==> src/capture_pkg.sv <==
package capture_pkg;

   // Sample and source tag widths
   localparam int DATA_W = 16;
   localparam int TAG_W  = 2;

   // One FIFO entry, tag on top of the sample
   typedef struct packed {
      logic [TAG_W-1:0]  tag;
      logic [DATA_W-1:0] sample;
   } capture_word_t;

   localparam logic [TAG_W-1:0] TAG_TRACE = 2'd1;
   localparam logic [TAG_W-1:0] TAG_LA    = 2'd2;

   // Host register map
   localparam logic [7:0] REG_CTRL_ADDR   = 8'h01;
   localparam logic [7:0] REG_LENGTH_ADDR = 8'h02;
   localparam logic [7:0] REG_STATUS_ADDR = 8'h03;
   localparam logic [7:0] FIFO_READ_ADDR  = 8'h10;  // Byte-wise FIFO drain

   // Control register bits
   localparam int CTRL_ARM_BIT     = 0;
   localparam int CTRL_SRC_BIT     = 1;  // 0 selects trace, 1 selects LA
   localparam int CTRL_CLR_ERR_BIT = 2;
   localparam int CTRL_FLUSH_BIT   = 3;

   // Status register bits
   localparam int STAT_EMPTY_BIT  = 0;
   localparam int STAT_FULL_BIT   = 1;
   localparam int STAT_OVF_BIT    = 2;
   localparam int STAT_ACTIVE_BIT = 3;

endpackage

==> src/usb_reg_port.sv <==
`timescale 1ns/100ps

module usb_reg_port import capture_pkg::*; (
   input  logic       clk_usb_buf,
   input  logic       arst_n_i,
   input  logic [7:0] usb_addr_i,
   input  logic [7:0] usb_data_i,
   input  logic       usb_alen_n_i,
   input  logic       usb_cen_n_i,
   input  logic       usb_wrn_n_i,
   input  logic       usb_rdn_n_i,
   input  logic [7:0] reg_rdata_i,
   input  logic [7:0] fifo_byte_i,
   output logic [7:0] usb_data_o,
   output logic       usb_data_oe_o,
   output logic [7:0] reg_addr_o,
   output logic [7:0] reg_wdata_o,
   output logic       reg_write_o,
   output logic       fifo_rd_o
);

   logic wr_lvl;
   logic rd_lvl;
   logic wr_lvl_q;
   logic rd_lvl_q;
   logic reg_read;
   logic fifo_sel;

   // Strobe levels as seen on the bus
   assign wr_lvl = ~usb_cen_n_i & ~usb_wrn_n_i;
   assign rd_lvl = ~usb_cen_n_i & ~usb_rdn_n_i;

   assign usb_data_oe_o = rd_lvl;  // Host reads while both are low
   assign fifo_sel      = (reg_addr_o == FIFO_READ_ADDR);
   assign fifo_rd_o     = reg_read & fifo_sel;

   always_ff @(posedge clk_usb_buf or negedge arst_n_i) begin
      if (!arst_n_i) begin
         reg_addr_o  <= '0;
         wr_lvl_q    <= 1'b0;
         rd_lvl_q    <= 1'b0;
         reg_write_o <= 1'b0;
         reg_read    <= 1'b0;
         usb_data_o  <= '0;
      end else begin
         if (!usb_alen_n_i)
            reg_addr_o <= usb_addr_i;
         wr_lvl_q    <= wr_lvl;
         rd_lvl_q    <= rd_lvl;
         // First sampled cycle of each strobe
         reg_write_o <= wr_lvl & ~wr_lvl_q;
         reg_read    <= rd_lvl & ~rd_lvl_q;
         if (reg_read) begin
            // FIFO reads skip the register read-back
            usb_data_o <= fifo_sel ? fifo_byte_i : reg_rdata_i;
         end
      end
   end

   // Write data travels with the write pulse
   always_ff @(posedge clk_usb_buf) begin
      if (wr_lvl && !wr_lvl_q)
         reg_wdata_o <= usb_data_i;
   end

endmodule

==> src/ctrl_regs.sv <==
`timescale 1ns/100ps

module ctrl_regs import capture_pkg::*; (
   input  logic       clk_usb_buf,
   input  logic       arst_n_i,
   input  logic [7:0] reg_addr_i,
   input  logic [7:0] reg_wdata_i,
   input  logic       reg_write_i,
   input  logic       cap_done_i,
   input  logic       cap_active_i,
   input  logic       fifo_empty_i,
   input  logic       fifo_full_i,
   input  logic       ovf_err_i,
   output logic [7:0] reg_rdata_o,
   output logic       arm_o,
   output logic       src_sel_o,
   output logic [7:0] length_o,
   output logic       clr_err_o,
   output logic       flush_o
);

   logic       ctrl_wr;
   logic       length_wr;
   logic [7:0] ctrl_rd;
   logic [7:0] stat_rd;

   assign ctrl_wr   = reg_write_i & (reg_addr_i == REG_CTRL_ADDR);
   assign length_wr = reg_write_i & (reg_addr_i == REG_LENGTH_ADDR);

   always_ff @(posedge clk_usb_buf or negedge arst_n_i) begin
      if (!arst_n_i) begin
         arm_o     <= 1'b0;
         src_sel_o <= 1'b0;
         length_o  <= '0;
         clr_err_o <= 1'b0;
         flush_o   <= 1'b0;
      end else begin
         clr_err_o <= ctrl_wr & reg_wdata_i[CTRL_CLR_ERR_BIT];  // Self-clearing
         flush_o   <= ctrl_wr & reg_wdata_i[CTRL_FLUSH_BIT];
         if (ctrl_wr) begin
            arm_o     <= reg_wdata_i[CTRL_ARM_BIT];
            src_sel_o <= reg_wdata_i[CTRL_SRC_BIT];
         end else if (cap_done_i) begin
            arm_o <= 1'b0;  // Capture finished, disarm
         end
         if (length_wr)
            length_o <= reg_wdata_i;
      end
   end

   // Pulse bits always read back as zero
   always_comb begin
      ctrl_rd                   = '0;
      ctrl_rd[CTRL_ARM_BIT]     = arm_o;
      ctrl_rd[CTRL_SRC_BIT]     = src_sel_o;
      stat_rd                   = '0;
      stat_rd[STAT_EMPTY_BIT]   = fifo_empty_i;
      stat_rd[STAT_FULL_BIT]    = fifo_full_i;
      stat_rd[STAT_OVF_BIT]     = ovf_err_i;
      stat_rd[STAT_ACTIVE_BIT]  = cap_active_i;
      case (reg_addr_i)
         REG_CTRL_ADDR:   reg_rdata_o = ctrl_rd;
         REG_LENGTH_ADDR: reg_rdata_o = length_o;
         REG_STATUS_ADDR: reg_rdata_o = stat_rd;
         default:         reg_rdata_o = '0;
      endcase
   end

endmodule

==> src/capture_select.sv <==
`timescale 1ns/100ps

module capture_select import capture_pkg::*; (
   input  logic              clk_usb_buf,
   input  logic              arst_n_i,
   input  logic              arm_i,
   input  logic              src_sel_i,
   input  logic [7:0]        length_i,
   input  logic [DATA_W-1:0] trace_data_i,
   input  logic              trace_valid_i,
   input  logic [DATA_W-1:0] la_data_i,
   input  logic              la_valid_i,
   output logic              wr_en_o,
   output capture_word_t     wr_word_o,
   output logic              cap_done_o,
   output logic              cap_active_o
);

   logic [7:0]    count;
   logic          sel_valid;
   capture_word_t sel_word;
   logic          take;

   always_comb begin
      sel_valid       = src_sel_i ? la_valid_i : trace_valid_i;
      sel_word.sample = src_sel_i ? la_data_i : trace_data_i;
      sel_word.tag    = src_sel_i ? TAG_LA : TAG_TRACE;
   end

   assign cap_active_o = arm_i & (count < length_i);
   assign take         = cap_active_o & sel_valid;

   always_ff @(posedge clk_usb_buf or negedge arst_n_i) begin
      if (!arst_n_i) begin
         count      <= '0;
         wr_en_o    <= 1'b0;
         cap_done_o <= 1'b0;
      end else begin
         wr_en_o    <= take;
         cap_done_o <= arm_i & ~cap_active_o & ~cap_done_o;  // One pulse per capture
         if (!arm_i)
            count <= '0;
         else if (take)
            count <= count + 8'd1;  // Counted even if the FIFO drops it
      end
   end

   always_ff @(posedge clk_usb_buf) begin
      if (take)
         wr_word_o <= sel_word;
   end

endmodule

==> src/capture_fifo.sv <==
`timescale 1ns/100ps

module capture_fifo import capture_pkg::*; #(
   parameter int pFIFO_DEPTH = 16
) (
   input  logic          clk_usb_buf,
   input  logic          arst_n_i,
   input  logic          wr_en_i,
   input  capture_word_t wr_word_i,
   input  logic          pop_i,
   input  logic          flush_i,
   input  logic          clr_err_i,
   output capture_word_t rd_word_o,
   output logic          empty_o,
   output logic          full_o,
   output logic          ovf_err_o
);

   localparam int AW = $clog2(pFIFO_DEPTH);

   capture_word_t mem [pFIFO_DEPTH];
   logic [AW-1:0] wr_ptr;
   logic [AW-1:0] rd_ptr;
   logic [AW:0]   count;
   logic          do_wr;
   logic          do_pop;

   assign empty_o   = (count == '0);
   assign full_o    = (count == (AW+1)'(pFIFO_DEPTH));
   assign do_wr     = wr_en_i & ~full_o;   // Writes into a full FIFO are lost
   assign do_pop    = pop_i & ~empty_o;
   assign rd_word_o = mem[rd_ptr];

   always_ff @(posedge clk_usb_buf or negedge arst_n_i) begin
      if (!arst_n_i) begin
         wr_ptr    <= '0;
         rd_ptr    <= '0;
         count     <= '0;
         ovf_err_o <= 1'b0;
      end else begin
         if (flush_i) begin
            wr_ptr <= '0;
            rd_ptr <= '0;
            count  <= '0;
         end else begin
            if (do_wr)
               wr_ptr <= wr_ptr + 1'b1;  // Wraps at the power-of-two depth
            if (do_pop)
               rd_ptr <= rd_ptr + 1'b1;
            count <= count + (AW+1)'(do_wr) - (AW+1)'(do_pop);
         end
         // Sticky until cleared, a new drop wins
         if (wr_en_i && full_o)
            ovf_err_o <= 1'b1;
         else if (clr_err_i)
            ovf_err_o <= 1'b0;
      end
   end

   always_ff @(posedge clk_usb_buf) begin
      if (do_wr)
         mem[wr_ptr] <= wr_word_i;
   end

endmodule

==> src/fifo_byte_reader.sv <==
`timescale 1ns/100ps

module fifo_byte_reader import capture_pkg::*; (
   input  logic          clk_usb_buf,
   input  logic          arst_n_i,
   input  logic          fifo_rd_i,
   input  logic          flush_i,
   input  capture_word_t rd_word_i,
   input  logic          empty_i,
   output logic [7:0]    fifo_byte_o,
   output logic          pop_o
);

   logic [1:0] byte_idx;
   logic       advance;

   assign advance = fifo_rd_i & ~empty_i;         // Empty reads leave the index alone
   assign pop_o   = advance & (byte_idx == 2'd2);  // Word done after its third byte

   // Byte order is sample low, sample high, tag
   always_comb begin
      if (empty_i) begin
         fifo_byte_o = '0;
      end else begin
         case (byte_idx)
            2'd0:    fifo_byte_o = rd_word_i.sample[7:0];
            2'd1:    fifo_byte_o = rd_word_i.sample[15:8];
            default: fifo_byte_o = {{(8-TAG_W){1'b0}}, rd_word_i.tag};
         endcase
      end
   end

   always_ff @(posedge clk_usb_buf or negedge arst_n_i) begin
      if (!arst_n_i) begin
         byte_idx <= 2'd0;
      end else if (flush_i) begin
         byte_idx <= 2'd0;
      end else if (advance) begin
         byte_idx <= (byte_idx == 2'd2) ? 2'd0 : byte_idx + 2'd1;
      end
   end

endmodule

==> src/led_status.sv <==
`timescale 1ns/100ps

module led_status #(
   parameter int pFLASH_BITS = 4
) (
   input  logic clk_usb_buf,
   input  logic arst_n_i,
   input  logic err_i,
   input  logic active_i,
   input  logic arm_i,
   output logic led_error_o,
   output logic led_capture_o,
   output logic led_armed_o
);

   logic [pFLASH_BITS-1:0] flash_cnt;  // Free-running

   always_ff @(posedge clk_usb_buf or negedge arst_n_i) begin
      if (!arst_n_i) begin
         flash_cnt     <= '0;
         led_error_o   <= 1'b0;
         led_capture_o <= 1'b0;
         led_armed_o   <= 1'b0;
      end else begin
         flash_cnt     <= flash_cnt + 1'b1;
         led_error_o   <= err_i & flash_cnt[pFLASH_BITS-1];  // Blink on error
         led_capture_o <= active_i;
         led_armed_o   <= arm_i;
      end
   end

endmodule

==> src/capture_usb_top.sv <==
`timescale 1ns/100ps

module capture_usb_top import capture_pkg::*; #(
   parameter int pFIFO_DEPTH = 16,
   parameter int pFLASH_BITS = 4
) (
   input  logic              clk_usb_buf,
   input  logic              arst_n_i,
   // Host bus
   input  logic [7:0]        usb_addr_i,
   input  logic [7:0]        usb_data_i,
   output logic [7:0]        usb_data_o,
   output logic              usb_data_oe_o,
   input  logic              usb_alen_n_i,
   input  logic              usb_cen_n_i,
   input  logic              usb_wrn_n_i,
   input  logic              usb_rdn_n_i,
   // Capture sources
   input  logic [DATA_W-1:0] trace_data_i,
   input  logic              trace_valid_i,
   input  logic [DATA_W-1:0] la_data_i,
   input  logic              la_valid_i,
   output logic              led_error_o,
   output logic              led_capture_o,
   output logic              led_armed_o
);

   logic [7:0]    reg_addr;
   logic [7:0]    reg_wdata;
   logic          reg_write;
   logic [7:0]    reg_rdata;
   logic          fifo_rd;
   logic [7:0]    fifo_byte;
   logic          arm;
   logic          src_sel;
   logic [7:0]    length;
   logic          clr_err;
   logic          flush;
   logic          cap_done;
   logic          cap_active;
   logic          wr_en;
   capture_word_t wr_word;
   capture_word_t rd_word;
   logic          fifo_empty;
   logic          fifo_full;
   logic          ovf_err;
   logic          pop;

   usb_reg_port u_usb_reg_port (
      .clk_usb_buf (clk_usb_buf),   .arst_n_i      (arst_n_i),
      .usb_addr_i  (usb_addr_i),    .usb_data_i    (usb_data_i),
      .usb_alen_n_i(usb_alen_n_i),  .usb_cen_n_i   (usb_cen_n_i),
      .usb_wrn_n_i (usb_wrn_n_i),   .usb_rdn_n_i   (usb_rdn_n_i),
      .reg_rdata_i (reg_rdata),     .fifo_byte_i   (fifo_byte),
      .usb_data_o  (usb_data_o),    .usb_data_oe_o (usb_data_oe_o),
      .reg_addr_o  (reg_addr),      .reg_wdata_o   (reg_wdata),
      .reg_write_o (reg_write),     .fifo_rd_o     (fifo_rd)
   );

   ctrl_regs u_ctrl_regs (
      .clk_usb_buf (clk_usb_buf),   .arst_n_i      (arst_n_i),
      .reg_addr_i  (reg_addr),      .reg_wdata_i   (reg_wdata),
      .reg_write_i (reg_write),     .cap_done_i    (cap_done),
      .cap_active_i(cap_active),    .fifo_empty_i  (fifo_empty),
      .fifo_full_i (fifo_full),     .ovf_err_i     (ovf_err),
      .reg_rdata_o (reg_rdata),     .arm_o         (arm),
      .src_sel_o   (src_sel),       .length_o      (length),
      .clr_err_o   (clr_err),       .flush_o       (flush)
   );

   capture_select u_capture_select (
      .clk_usb_buf  (clk_usb_buf),  .arst_n_i      (arst_n_i),
      .arm_i        (arm),          .src_sel_i     (src_sel),
      .length_i     (length),
      .trace_data_i (trace_data_i), .trace_valid_i (trace_valid_i),
      .la_data_i    (la_data_i),    .la_valid_i    (la_valid_i),
      .wr_en_o      (wr_en),        .wr_word_o     (wr_word),
      .cap_done_o   (cap_done),     .cap_active_o  (cap_active)
   );

   capture_fifo #(
      .pFIFO_DEPTH (pFIFO_DEPTH)
   ) u_capture_fifo (
      .clk_usb_buf (clk_usb_buf),   .arst_n_i      (arst_n_i),
      .wr_en_i     (wr_en),         .wr_word_i     (wr_word),
      .pop_i       (pop),           .flush_i       (flush),
      .clr_err_i   (clr_err),       .rd_word_o     (rd_word),
      .empty_o     (fifo_empty),    .full_o        (fifo_full),
      .ovf_err_o   (ovf_err)
   );

   fifo_byte_reader u_fifo_byte_reader (
      .clk_usb_buf (clk_usb_buf),   .arst_n_i      (arst_n_i),
      .fifo_rd_i   (fifo_rd),       .flush_i       (flush),
      .rd_word_i   (rd_word),       .empty_i       (fifo_empty),
      .fifo_byte_o (fifo_byte),     .pop_o         (pop)
   );

   led_status #(
      .pFLASH_BITS (pFLASH_BITS)
   ) u_led_status (
      .clk_usb_buf (clk_usb_buf),   .arst_n_i      (arst_n_i),
      .err_i       (ovf_err),       .active_i      (cap_active),
      .arm_i       (arm),           .led_error_o   (led_error_o),
      .led_capture_o(led_capture_o), .led_armed_o  (led_armed_o)
   );

endmodule

==> config.mk <==
export PLATFORM = sky130hd
export DESIGN_NAME = capture_usb_top
export DESIGN_NICKNAME = d
export VERILOG_FILES = /design/src/capture_pkg.sv /design/src/usb_reg_port.sv /design/src/ctrl_regs.sv /design/src/capture_select.sv /design/src/capture_fifo.sv /design/src/fifo_byte_reader.sv /design/src/led_status.sv /design/src/capture_usb_top.sv
export SDC_FILE = /design/constraint.sdc
export NUM_CORES = 1
export LEC_CHECK = 0
export ABC_AREA = 0
export BUFFER_PORTS_ARGS = -buffer_cell sky130_fd_sc_hd__buf_2
export CAP_MARGIN = 5
export CORE_AREA = 10 10 137 233
export CTS_BUF_LIST = sky130_fd_sc_hd__clkbuf_4 sky130_fd_sc_hd__clkbuf_8 sky130_fd_sc_hd__clkbuf_16
export DETAILED_ROUTE_END_ITERATION = 8
export DIE_AREA = 0 0 147 243
export PLACE_DENSITY = 0.79
export SETUP_SLACK_MARGIN = 0.1
export SYNTH_ARGS = -nofsm -noshare
export SYNTH_HDL_FRONTEND = slang
export SYNTH_HIERARCHICAL = 1
export SYNTH_SLANG_ARGS = --single-unit
==> constraint.sdc <==
create_clock -name clk_usb_buf -period 6.4 [get_ports clk_usb_buf]
set_input_delay 0.32 -clock clk_usb_buf [delete_from_list [all_inputs] [get_ports clk_usb_buf]]
set_output_delay 0.32 -clock clk_usb_buf [all_outputs]
set_load 0.03 [all_outputs]
# After elaboration in Yosys (flattened, before gate mapping)
# Memories as Yosys holds them, arrays and structs flattened.
# Cells that the tools add are included.
# Widths: inputs -> output; s select.
totals:
  ff_bits: 91
  ram_bits: 288
  inputBits: 56
  elab_cells: 103
  n_memories: 1
op_classes:
  n_addsub: 7
  order_cmp: 1
  n_eq_ne: 8
  muxes: 23
  bitwise: 27
  reduce_logical: 10
memory_table:
  columns: ["memory", "depth", "width", "rd", "rd_ports_with_merged_regs", "wr", "line_no", "rtl"]
  rows:
  - ["u_capture_fifo.mem", 16, 18, 1, 0, 1, "capture_fifo.sv:21", "capture_word_t mem [pFIFO_DEPTH];"]
ops:
  columns: ["operator", "n"]
  rows:
  - ["$mux 8", 4]
  - ["$pmux 8 s3", 1]
  - ["$and 1x1->1", 18]
  - ["$eq 8x2->1 const B", 2]
  - ["$mux 16", 1]
  - ["$mux 4", 4]
  - ["$pmux 8 s2", 1]
  - ["$add 4x1->4 const B", 3]
  - ["$reduce_bool 2->1", 5]
  - ["$not 1->1", 9]
  - ["$add 8x1->8 const B", 1]
  - ["$eq 8x1->1 const B", 1]
  - ["$eq 8x5->1 const B", 1]
  - ["$lt 8x8->1", 1]
  - ["$mux 2", 4]
  - ["$mux 1", 7]
  - ["$add 5x1->5", 1]
  - ["$eq 5x5->1 const B", 1]
  - ["$logic_not 5->1", 1]
  - ["$mux 5", 1]
  - ["$sub 5x1->5", 1]
  - ["$add 2x1->2 const B", 1]
  - ["$eq 2x1->1 const B", 1]
  - ["$eq 2x2->1 const B", 1]
  - ["4 further kinds", 5]

# Logic depth before layout (Yosys ltp)
# Gate-level depths: netlist of the first run.
depth:
  depth_word: 7
  ltp_mapped: 17
  ltp_nobuf: 17

# Hierarchy
# Netlist of the first run, hierarchy kept.
by_module_without_submodules:
  columns: ["mod", "n_inst", "cells_each", "area_per_inst_um2", "seq_area_each_um2"]
  rows:
  - ["capture_fifo", 1, 628, 12004.0, 8998.6]
  - ["capture_select", 1, 115, 1471.4, 790.8]
  - ["usb_reg_port", 1, 82, 1098.6, 740.7]
  - ["ctrl_regs", 1, 50, 613.1, 300.3]
  - ["fifo_byte_reader", 1, 31, 257.7, 50.0]
  - ["led_status", 1, 13, 225.2, 175.2]

# Worst setup path before layout of the first run
# OpenSTA, ideal clock, no wires.
synth_timing:
  path_kind: "reg2reg"
  startpoint: "register u_capture_fifo.count[2]"
  endpoint: "memory u_capture_fifo/mem[0][0] (netlist bit) (enable)"
  arrival_time_ns: 2.810
  slack_ns: 3.151
  stages_incl_launch_ff: 8
  path_buffers: 1
  cell_sequence: "dfrtp_1 inv_1 ha_1 nand4bb_1 and2_0 buf_2 inv_2 nor4_1"
synth_between:
  elab_chain_len: 5
synth_rtl:
  columns: ["element", "line_no", "rtl"]
  rows:
  - ["start: declaration", "capture_fifo.sv:24", "logic [AW:0] count;"]
  - ["start signal: assignment", "capture_fifo.sv:50", "count <= count + (AW+1)'(do_wr) - (AW+1)'(do_pop);"]
  - ["$eq 5x5->1", "capture_fifo.sv:29", "assign full_o = (count == (AW+1)'(pFIFO_DEPTH));"]
  - ["$not 1->1", "capture_fifo.sv:30", "assign do_wr = wr_en_i & ~full_o;"]
  - ["$and 1x1->1", "capture_fifo.sv:30", null]
  - ["$mux 1", "capture_fifo.sv:61", "if (do_wr)"]
  - ["$mux 1 (not written as such)", "capture_fifo.sv:62", "mem[wr_ptr] <= wr_word_i;"]
  - ["end: declaration", "capture_fifo.sv:21", null]
# Every way passes these cells.

# Final worst setup path of the first run
layout_timing:
  startpoint: "register u_usb_reg_port.reg_addr_o[0]"
  endpoint: "register u_capture_fifo.count[4]"
layout_between:
  elab_chain_len: 7
layout_rtl:
  columns: ["element", "line_no", "rtl"]
  rows:
  - ["start: declaration", "usb_reg_port.sv:16", "output logic [7:0] reg_addr_o,"]
  - ["start signal: assignment", "usb_reg_port.sv:47", "reg_addr_o <= usb_addr_i;"]
  - ["$eq 8x5->1", "usb_reg_port.sv:34", "assign fifo_sel = (reg_addr_o == FIFO_READ_ADDR);"]
  - ["$and 1x1->1", "usb_reg_port.sv:35", "assign fifo_rd_o = reg_read & fifo_sel;"]
  - ["via fifo_rd", "capture_usb_top.sv:32", "logic fifo_rd;"]
  - ["$and 1x1->1", "fifo_byte_reader.sv:17", "assign advance = fifo_rd_i & ~empty_i;"]
  - ["$and 1x1->1", "fifo_byte_reader.sv:18", "assign pop_o = advance & (byte_idx == 2'd2);"]
  - ["via pop", "capture_usb_top.sv:47", "logic pop;"]
  - ["$and 1x1->1", "capture_fifo.sv:31", "assign do_pop = pop_i & ~empty_o;"]
  - ["$sub 5x1->5", "capture_fifo.sv:50", null]
  - ["$mux 5", "capture_fifo.sv:41", "if (flush_i) begin"]
# The timed path passes the listed nets, and every way through them passes these cells.
# A chain may end at the register's enable or synchronous reset.

==> flow_summary.ini, run 1 <==
[power_and_ir_drop]
cellLeakagePower_nw = 6.031
vdd_ir_drop_max_uv = 284.3
p_per_area_nw_per_um2 = 267.8
finalPower_mw = 4.723

[setup_path]
arrival_ps = 3960
rr_startpoint = u_usb_reg_port/reg_addr_o[0]
worstPathCellList = nor4b_4 > and3_1 > nand2b_1 > nor3b_1 > nand2_1 > inv_1 > ha_1 > inv_1 > ha_1 > inv_1 > fa_1 > nor2b_1 > o21bai_1 > a21oi_1 > nor3b_1
setup.worst_path.class = reg -> reg
r2r_end = u_capture_fifo/count[4]
reg2regPathDepth = 15
crit_path_max_incr_delay_ps = 510
critPathMaxFanout = 9
cpMaxStageDelayCell = dfrtp_1
critPathLaunchType = flop
critPathCaptureType = flop
critPathRequiredTime_ps = 6830
r2r_setup_slack_ps = 2870
crit_top_cell = inv_1

[synth]
syn_nets = 996
synth-seq-cells = 379
synth_area_leaders = edfxtp_1 60%, dfrtp_1 10%, mux2i_1 5.6%, mux4_2 5.2%, mux2_2 2.7%
yosysMostFrequentCell = edfxtp_1
syn_area_per_cell_sq_um = 17.05
synth_async_sr_flop_share_pct = 17.15
synth.cell_area_sq_um = 15670
synth_common_cells = 314 x edfxtp_1, 87 x mux2i_1, 65 x dfrtp_1
synth.top_cell.area_share_pct = 60.17
synth_edf_count = 314
synth_ff_type = edfxtp_1
synth_warnings = 6
synth_top_area_cell = edfxtp_1
synth.distinct_cells = 57
seq_area_frac_synth_pct = 70.55
syn_inst = 919

[worst_hold_path]
holdPathStages = 2
hold_path_end = u_usb_reg_port/reg_addr_o[1]
hold_start = usb_addr_i[1]
hold_path_class = in -> reg

[sta]
setup_viol = 0
fmax_ghz = 0.2832
worst_hold_slack_ps = 26.28
setup_slack_ps = 2869
skew_ps = 13.27
finalSetupTns_ps = 0
hold_viol_final = 0
slew_viol_final = 0
period_share_pct = 55.17
slew_headroom_pct = 12.40
rsz0062_at_grt = no
worst_pin_slew_ps = 1314
period_needed_ps = 3531

[die]
ios = 68
die_w_um = 147
die_area_sq_um = 35720
fp-row-count = 81
core_sq_um = 27870
start_util_pct = 56.22
die_h_um = 243

[placement]
dp_slack_ps = 2882
dp_cells = 1340
placed_area_sq_um = 16460
port_buffers = 67
globalplace.congestion = 0.8483
dp_hpwl_mm = 20.89

[global_route]
grt_usage_pct = 19.31
antenna_found_initial = 0
grt_pass1_wl_mm = 52.97
grt_start_max_net_pins = 95
overflow = 0
grt_pass1_vias = 9210

[status]
status = completed

[final_layout]
drive_gt1_share_pct = 24.47
stdcell_count = 1415
antenna_cells = 0
num-fill-cells = 1819
final_util_pct = 63.29
stdcell_area_sq_um = 17640
areaGrowthSynthToFinish_pct = 12.56
num-nets-final = 1096

[detailed_routing]
first_iter_violations = 798
drtPass1Iterations = 5
routed_wl_mm = 34.84
vias = 8669
wl_per_cell_um = 24.62
drt-vias-per-instance = 6.127
ant_nets = 0
drcViolationCount = 0

[cts]
cts_sinks = 379
numCtsBuffers = 29
root_buffer = clkbuf_16
clk-insertion-delay-late_ps = 570
cts_setup_buffers = 0
tritoncts = yes
cts_resized = 0
clk_pin_slew_ps = 70
cts_hold_buf = 21
clock_path_buffers = 3
h-tree-depth = 1

[run]
drv_cap = 0
## kinds of logic after synthesis
logic type / count (synthesis) / synth area share, %
flip-flops: 379 / 70.55
adder cells (fa/ha/maj): 21 / 1.725
XOR/XNOR: 12 / 0.6707
multiplexers: 162 / 13.56
AND/OR/NAND/NOR: 159 / 5.573
AO/OA/AOI/OAI: 112 / 5.430
buffers and inverters: 74 / 2.491
## where the power goes
group,leakage (nW),total [mW],switching (mW),internal [mW]
Combinational,1.86,0.204,0.117,0.0868
Sequential,3.68,2.70,0.0325,2.67
Clock,0.491,1.82,0.828,0.991
Total,6.03,4.72,0.977,3.75
## area by class of cell
cell class	instances	area [sq um]	share of cell area (%)
clock buffer	39	819.5	4.646
clock inverter	15	150.1	0.8512
timing repair buffer	112	738.2	4.185
multi-input combinational	466	4287	24.30
inverter	31	116.4	0.6597
tap	373	466.7	2.646
sequential	379	11060	62.71
## layer usage
| layer | vias to the layer above | wire [um] | global-route usage, % |
|---|---|---|---|
| met1 | 4323 | 11420 | 20.42 |
| met3 | 125 | 2357 | 2.794 |
| met2 | 430 | 19050 | 35.58 |
| met4 | 0 | 2011 | 11.03 |
| li1 | 3791 | - | - |
| met5 | - | 0 | 0 |
## placed cells by master, fill, tap and decap left out, drive strengths merged, types with 2 or more instances in the layout
cell,instances
mux2,39
o21ai,29
nand3,17
nand2,35
a221oi,36
or4b,2
nor2,41
nand4,5
clkinv,10
buf,91
xnor2,4
inv,33
nor2b,10
xor2,8
mux4,36
and2,16
a22oi,20
o211ai,2
nand2b,5
bufinv,2
nor3,7
nor4,6
a21oi,12
dlygate4sd3,21
mux2i,87
ha,20
and3,5
clkbuf,39
a31oi,8
edfxtp,314
nor3b,4
dfrtp,65
## flip-flops by register name, indices dropped and copies added (netlist names), 2 cells and up
signal / count
u_capture_fifo/count: 5
u_capture_fifo/mem: 288
u_capture_fifo/rd_ptr: 4
u_capture_fifo/wr_ptr: 4
u_capture_select/count: 8
u_capture_select/wr_word_o: 18
u_ctrl_regs/length_o: 8
u_fifo_byte_reader/byte_idx: 2
u_led_status/flash_cnt: 4
u_usb_reg_port/reg_addr_o: 8
u_usb_reg_port/reg_wdata_o: 8
u_usb_reg_port/usb_data_o: 8
## critical path: cells and delay by family (launching register included)
family,cells,cell delay (ps)
and+or+nand+nor,7,1640
AOI/OAI and AO/OA,2,250
DFF,1,510
buffers and inverters,3,230
adders and majority gates,3,770
## worst max path at each step
| stage | start | to | slack [ps] |
|---|---|---|---|
| after CTS | u_usb_reg_port/reg_addr_o[0] | u_capture_fifo/count[4] | 2860 |
| final | u_usb_reg_port/reg_addr_o[0] | u_capture_fifo/count[4] | 2870 |
| after detailed placement | u_usb_reg_port/reg_addr_o[0] | u_capture_fifo/count[4] | 2880 |
| after global placement | u_usb_reg_port/reg_addr_o[0] | u_capture_fifo/count[4] | 3020 |
| after floorplan | u_capture_fifo/count[2] | u_capture_fifo/mem[0][0] | 3150 |
| after global routing | u_usb_reg_port/reg_addr_o[7] | u_capture_fifo/count[4] | 2610 |
No activity file was read; power rests on OpenSTA's default activity.
==> run 2: changes to the inputs <==
Settings changed: CORE_AREA 10 10 137 233 to 10 10 139 237, DIE_AREA 0 0 147 243 to 0 0 149 247.
Clock period 6.4 ns to 3 ns, I/O delays scaled along.
==> run 2 against run 1 <==
Hold slack improved by 91 ps. Critical endpoint unchanged. Global-route usage increased by 0.66 points. Clock power increased by 130%. Critical path depth increased by 2. Routed wire length increased by 7.4%. Highest routed layer unchanged. Clock-buffer cell count decreased by 10. Sequential share of layout area decreased by 3.2 points. Largest cell class unchanged. Setup slack got worse by 2800 ps. Maximum frequency increased by 20%. Clock skew increased by 12 ps. Die area increased by 3.0%. Register-to-register slack got worse by 2800 ps.
==> flow_summary.ini, run 2 (same netlist as run 1, synthesis figures left out) <==
[power_and_ir_drop]
vdd_ir_drop_max_uv = 541.2
p_per_area_nw_per_um2 = 569.5
cellLeakagePower_nw = 6.459
finalPower_mw = 10.59

[detailed_routing]
vias = 9086
routed_wl_mm = 37.41
drcViolationCount = 0
drt-vias-per-instance = 6.025
first_iter_violations = 806
ant_nets = 0
wl_per_cell_um = 24.81
drtPass1Iterations = 7

[placement]
placed_area_sq_um = 16730
globalplace.congestion = 0.8501
dp_hpwl_mm = 22.21
port_buffers = 67

[final_layout]
antenna_cells = 0
layout_common_cells = 314 x edfxtp_1, 87 x mux2i_1, 67 x buf_2
final_common_cell = edfxtp_1
top_register = u_capture_fifo/mem
top_regs = u_capture_fifo/mem x288, u_capture_select/wr_word_o x18
areaGrowthSynthToFinish_pct = 18.73
num-nets-final = 1181
largest_reg_flops = 288
drive_gt1_share_pct = 27.89
stdcell_area_sq_um = 18610

[die]
start_util_pct = 53.89
die_w_um = 149
core_sq_um = 29080
die_h_um = 247
fp-row-count = 83
die_area_sq_um = 36800
ios = 68

[setup_path]
reg2regPathDepth = 17
r2r_setup_slack_ps = 60
critPathRequiredTime_ps = 3480
critPathLaunchType = flop
r2r_end = u_capture_fifo/count[4]
critPathMaxFanout = 2
arrival_ps = 3420
critPathCaptureType = flop
rr_startpoint = u_capture_fifo/count[2]
setup.worst_path.class = reg -> reg

[status]
status = completed

[cts]
clock_path_buffers = 3
h-tree-depth = 1
numCtsBuffers = 29
clk-insertion-delay-late_ps = 570
root_buffer = clkbuf_16
cts_sinks = 379
tritoncts = yes
clk_pin_slew_ps = 70

[sta]
slew_headroom_pct = 60.60
slew_viol_final = 0
period_share_pct = 97.95
hold_viol_final = 0
worst_pin_slew_ps = 591.1
rsz0062_at_grt = yes
fmax_ghz = 0.3403
setup_viol = 0
period_needed_ps = 2938
skew_ps = 24.80

[worst_hold_path]
hold_path_class = in -> async

[global_route]
grt_start_max_net_pins = 38
grt_pass1_vias = 9571
overflow = 0
grt_usage_pct = 19.98
antenna_found_initial = 0
grt_pass1_wl_mm = 55.72

[run]
drv_cap = 0
## run 2: changes by cell type in the layout (fill, tap and decap cells not counted), sizes merged
cell         delta
clkinv          +2
bufinv          +5
dlygate4sd3    +41
clkbuf         -10
buf            +44
inv             -1
clkinvlp        +3
## run 2: final cells by class
| type | instances | area, sq um |
|---|---|---|
| multi-input cells | 466 | 4377 |
| well taps | 382 | 478.0 |
| clock buffers | 29 | 725.7 |
| fillers | 1910 | 10470 |
| inverters | 31 | 118.9 |
| clock inverters | 24 | 305.3 |
| flip-flops and latches | 379 | 11060 |
| repair buffers | 197 | 1536 |
## run 2: power by group
part	switching, mW	total, mW	internal [mW]
Clock	1.81	4.19	2.38
Combinational	0.334	0.646	0.313
Sequential	0.0668	5.76	5.69
## run 2: timing repair
action,CTS,global route
endpoints found under the hold margin,59,0
pin swaps,8,8
hold buffers,62,0
buffers inserted,6,10
resized for setup,11,17
setup endpoints to repair,1,5
## run 2: stage by stage
stage | hold WS (ps) | setup TNS, ps | util [%] | worst slack (ps) | std cells
2_1_floorplan | -145.6 | -17940 | - | -248.8 | 919
5_1_grt | 149.4 | -60.26 | 63.98 | -60.26 | 1508
3_5_place_dp | 159.0 | -123.1 | 57.53 | -123.1 | 1377
4_1_cts | 103.1 | 0 | 63.47 | 18.23 | 1498
6_report | 117.4 | 0 | 63.98 | 61.65 | 1508
3_3_place_gp | 161.9 | 0 | 57.53 | 0.1132 | 1377
## run 2: worst max-delay path, stage by stage, from the launching register on
cell	delay [ps]
dfrtp_1	400
inv_2	90
ha_4	130
or4b_4	480
inv_2	80
nand2b_4	130
nor3b_4	50
nand2_1	100
inv_2	60
ha_4	230
inv_4	60
ha_4	130
inv_2	40
fa_2	360
nor2b_4	170
o21bai_4	80
nand3_1	100
nor3b_2	180
## run 2: metal layers
layer  GRT usage, %  part of all wire [%]  wire, um
met1          20.24                    33     12210
met2          38.71                    57     21390
met3          2.471                   5.6      2094
met4          9.878                   4.6      1718
met5              0                     0         0
## run 2: worst max path at each step
stage	startpoint	endpoint	depth (start not counted)
final	u_capture_fifo/count[2]	u_capture_fifo/count[4]	17
after global routing	u_capture_fifo/count[2]	u_capture_fifo/count[4]	17
after CTS	u_capture_fifo/count[2]	u_capture_fifo/count[4]	17
after detailed placement	u_capture_fifo/count[3]	u_capture_fifo/count[4]	17
after global placement	u_capture_fifo/count[3]	u_capture_fifo/count[4]	17
after floorplan	u_capture_fifo/count[2]	u_capture_fifo/mem[3][0]	7
==> run 3: changes to the inputs <==
Settings changed: REMOVE_ABC_BUFFERS set to 1.
==> run 3 against run 2 <==
The flow now finishes with violations (negative setup slack). Highest routed layer unchanged. Critical path depth unchanged. Combinational power down 4.2%. Non-clock buffer count up 7. Final cell count up 0.80%. Critical endpoint unchanged. Clock power down 4%. Via count down 0.83%. Setup slack worse by 62 ps.
==> flow_summary.ini, run 3 (same netlist as run 1, synthesis figures left out) <==
[status]
status = finished with violations
violations = negative setup slack

[global_route]
grt_start_max_net_pins = 55
antenna_found_initial = 0
grt_pass1_wl_mm = 55.79
overflow = 0
grt_pass1_vias = 9696
grt_usage_pct = 19.93

[sta]
setup_viol = 1
slew_headroom_pct = 58.25
rsz0062_at_grt = yes
period_share_pct = 100.0
worst_pin_slew_ps = 623.9
finalSetupTns_ps = -0.8342
skew_ps = 22.06
fmax_ghz = 0.3332
slew_viol_final = 0
period_needed_ps = 3001
hold_viol_final = 0
setup_slack_ps = -0.8342

[run]
drv_cap = 0

[cts]
h-tree-depth = 1
clk_pin_slew_ps = 70
root_buffer = clkbuf_16
cts_sinks = 379
numCtsBuffers = 31
clk-insertion-delay-late_ps = 580
tritoncts = yes
clock_path_buffers = 3

[final_layout]
num-nets-final = 1190
largest_reg_flops = 288
antenna_cells = 0
layout_common_cells = 314 x edfxtp_1, 87 x mux2i_1, 69 x buf_4
num-fill-cells = 1947
final_common_cell = edfxtp_1
stdcell_count = 1520
drive_gt1_share_pct = 28.03
top_register = u_capture_fifo/mem
areaGrowthSynthToFinish_pct = 18.84
top_regs = u_capture_fifo/mem x288, u_capture_select/wr_word_o x18

[detailed_routing]
first_iter_violations = 688
ant_nets = 0
vias = 9011
routed_wl_mm = 36.93
drcViolationCount = 0
wl_per_cell_um = 24.30
drtPass1Iterations = 5
drt-vias-per-instance = 5.928

[placement]
dp_cells = 1390
globalplace.congestion = 0.9293
dp_slack_ps = -216.9
dp_hpwl_mm = 23.44
port_buffers = 67

[power_and_ir_drop]
finalPower_mw = 10.39
vdd_ir_drop_max_uv = 555.1
p_per_area_nw_per_um2 = 557.9
cellLeakagePower_nw = 6.501

[die]
ios = 68
fp-row-count = 83
die_area_sq_um = 36800
start_util_pct = 53.89
core_sq_um = 29080
die_h_um = 247
die_w_um = 149

[worst_hold_path]
hold_path_class = in -> async

[setup_path]
setup.worst_path.class = reg -> reg
critPathRequiredTime_ps = 3440
critPathCaptureType = flop
critPathMaxFanout = 3
critPathLaunchType = flop
arrival_ps = 3440
[run 3: cell types whose count changed in the layout (fill, tap and decap cells not counted), moves of 2 or more]
cell / before / now
clkbuf_16: 29 / 31
inv_1: 23 / 25
buf_4: 62 / 69
clkinv_4: 0 / 2
clkbuf_4: 0 / 2
bufinv_16: 7 / 3
dfrtp_1: 60 / 63
ha_4: 3 / 1
dfrtp_2: 4 / 1
[run 3: worst paths after layout]
| path | start | to | slack (ps) | cells after the start |
|---|---|---|---|---|
| min in group clk_usb_buf | usb_rdn_n_i | u_usb_reg_port/rd_lvl_q | 290 | 3 |
| worst min-delay path | arst_n_i | u_usb_reg_port/reg_addr_o[1] | 110 | 2 |
| worst max-delay path | u_capture_fifo/count[3] | u_capture_fifo/count[4] | -0.8 | 17 |
| worst min register to register | u_ctrl_regs/clr_err_o | u_capture_fifo/ovf_err_o | 440 | 1 |
| worst max register to register | u_capture_fifo/count[3] | u_capture_fifo/count[4] | -0.8 | 17 |
| max in group asynchronous | arst_n_i | u_ctrl_regs/arm_o | 2120 | 3 |
[run 3: timing repair]
item,in CTS,in global routing
hold buffers,62,0
resized for setup,10,10
buffers inserted,1,9
hold endpoints to repair,70,0
pin swaps,2,10
setup endpoints to repair,3,3
gates cloned,0,0
[run 3: where the power goes]
part	internal [mW]	switching, mW	leakage (nW)
logic	0.307	0.313	2.32
registers	5.69	0.0538	3.68
clock network	2.20	1.82	0.495
total	8.20	2.19	6.50
[run 3: worst max-delay path: stages (launching register included)]
cell and delay, ps:
dfrtp_1 400, inv_2 90, ha_4 140, or4b_4 470, inv_2 70, nand2b_4 130, nor3b_4 50, nand2_1 80
inv_1 50, ha_1 270, inv_1 60, ha_2 170, inv_2 40, fa_2 410, nor2b_4 160, o21bai_4 70
a21oi_2 140, nor3b_2 60
[run 3: per-stage QoR]
stage	instance area (sq um)	hold WS, ps	util [%]
floorplan	15400	-145.6	-
global placement	16840	144.5	57.91
detailed placement	16840	144.9	57.91
CTS	18510	64.05	63.67
global route	18620	135.5	64.04
finish	18620	113.3	64.04
[run 3: area by class of cell]
| cell class | count | area (sq um) | area share (%) |
|---|---|---|---|
| well taps | 382 | 478.0 | 2.567 |
| flip-flops and latches | 379 | 11060 | 59.40 |
| inverters | 31 | 116.4 | 0.6249 |
| multi-input cells | 466 | 4359 | 23.41 |
| repair buffers | 204 | 1594 | 8.560 |
| clock inverters | 24 | 209.0 | 1.122 |
| clock buffers | 34 | 804.5 | 4.320 |
[run 3: per-layer routing]
layer | wire length, um | global-route usage, % | vias up
li1 | - | - | 3977
met4 | 1603 | 9.009 | 0
met3 | 2073 | 3.020 | 99
met5 | 0 | 0 | -
met2 | 21010 | 38.47 | 353
met1 | 12240 | 20.31 | 4582
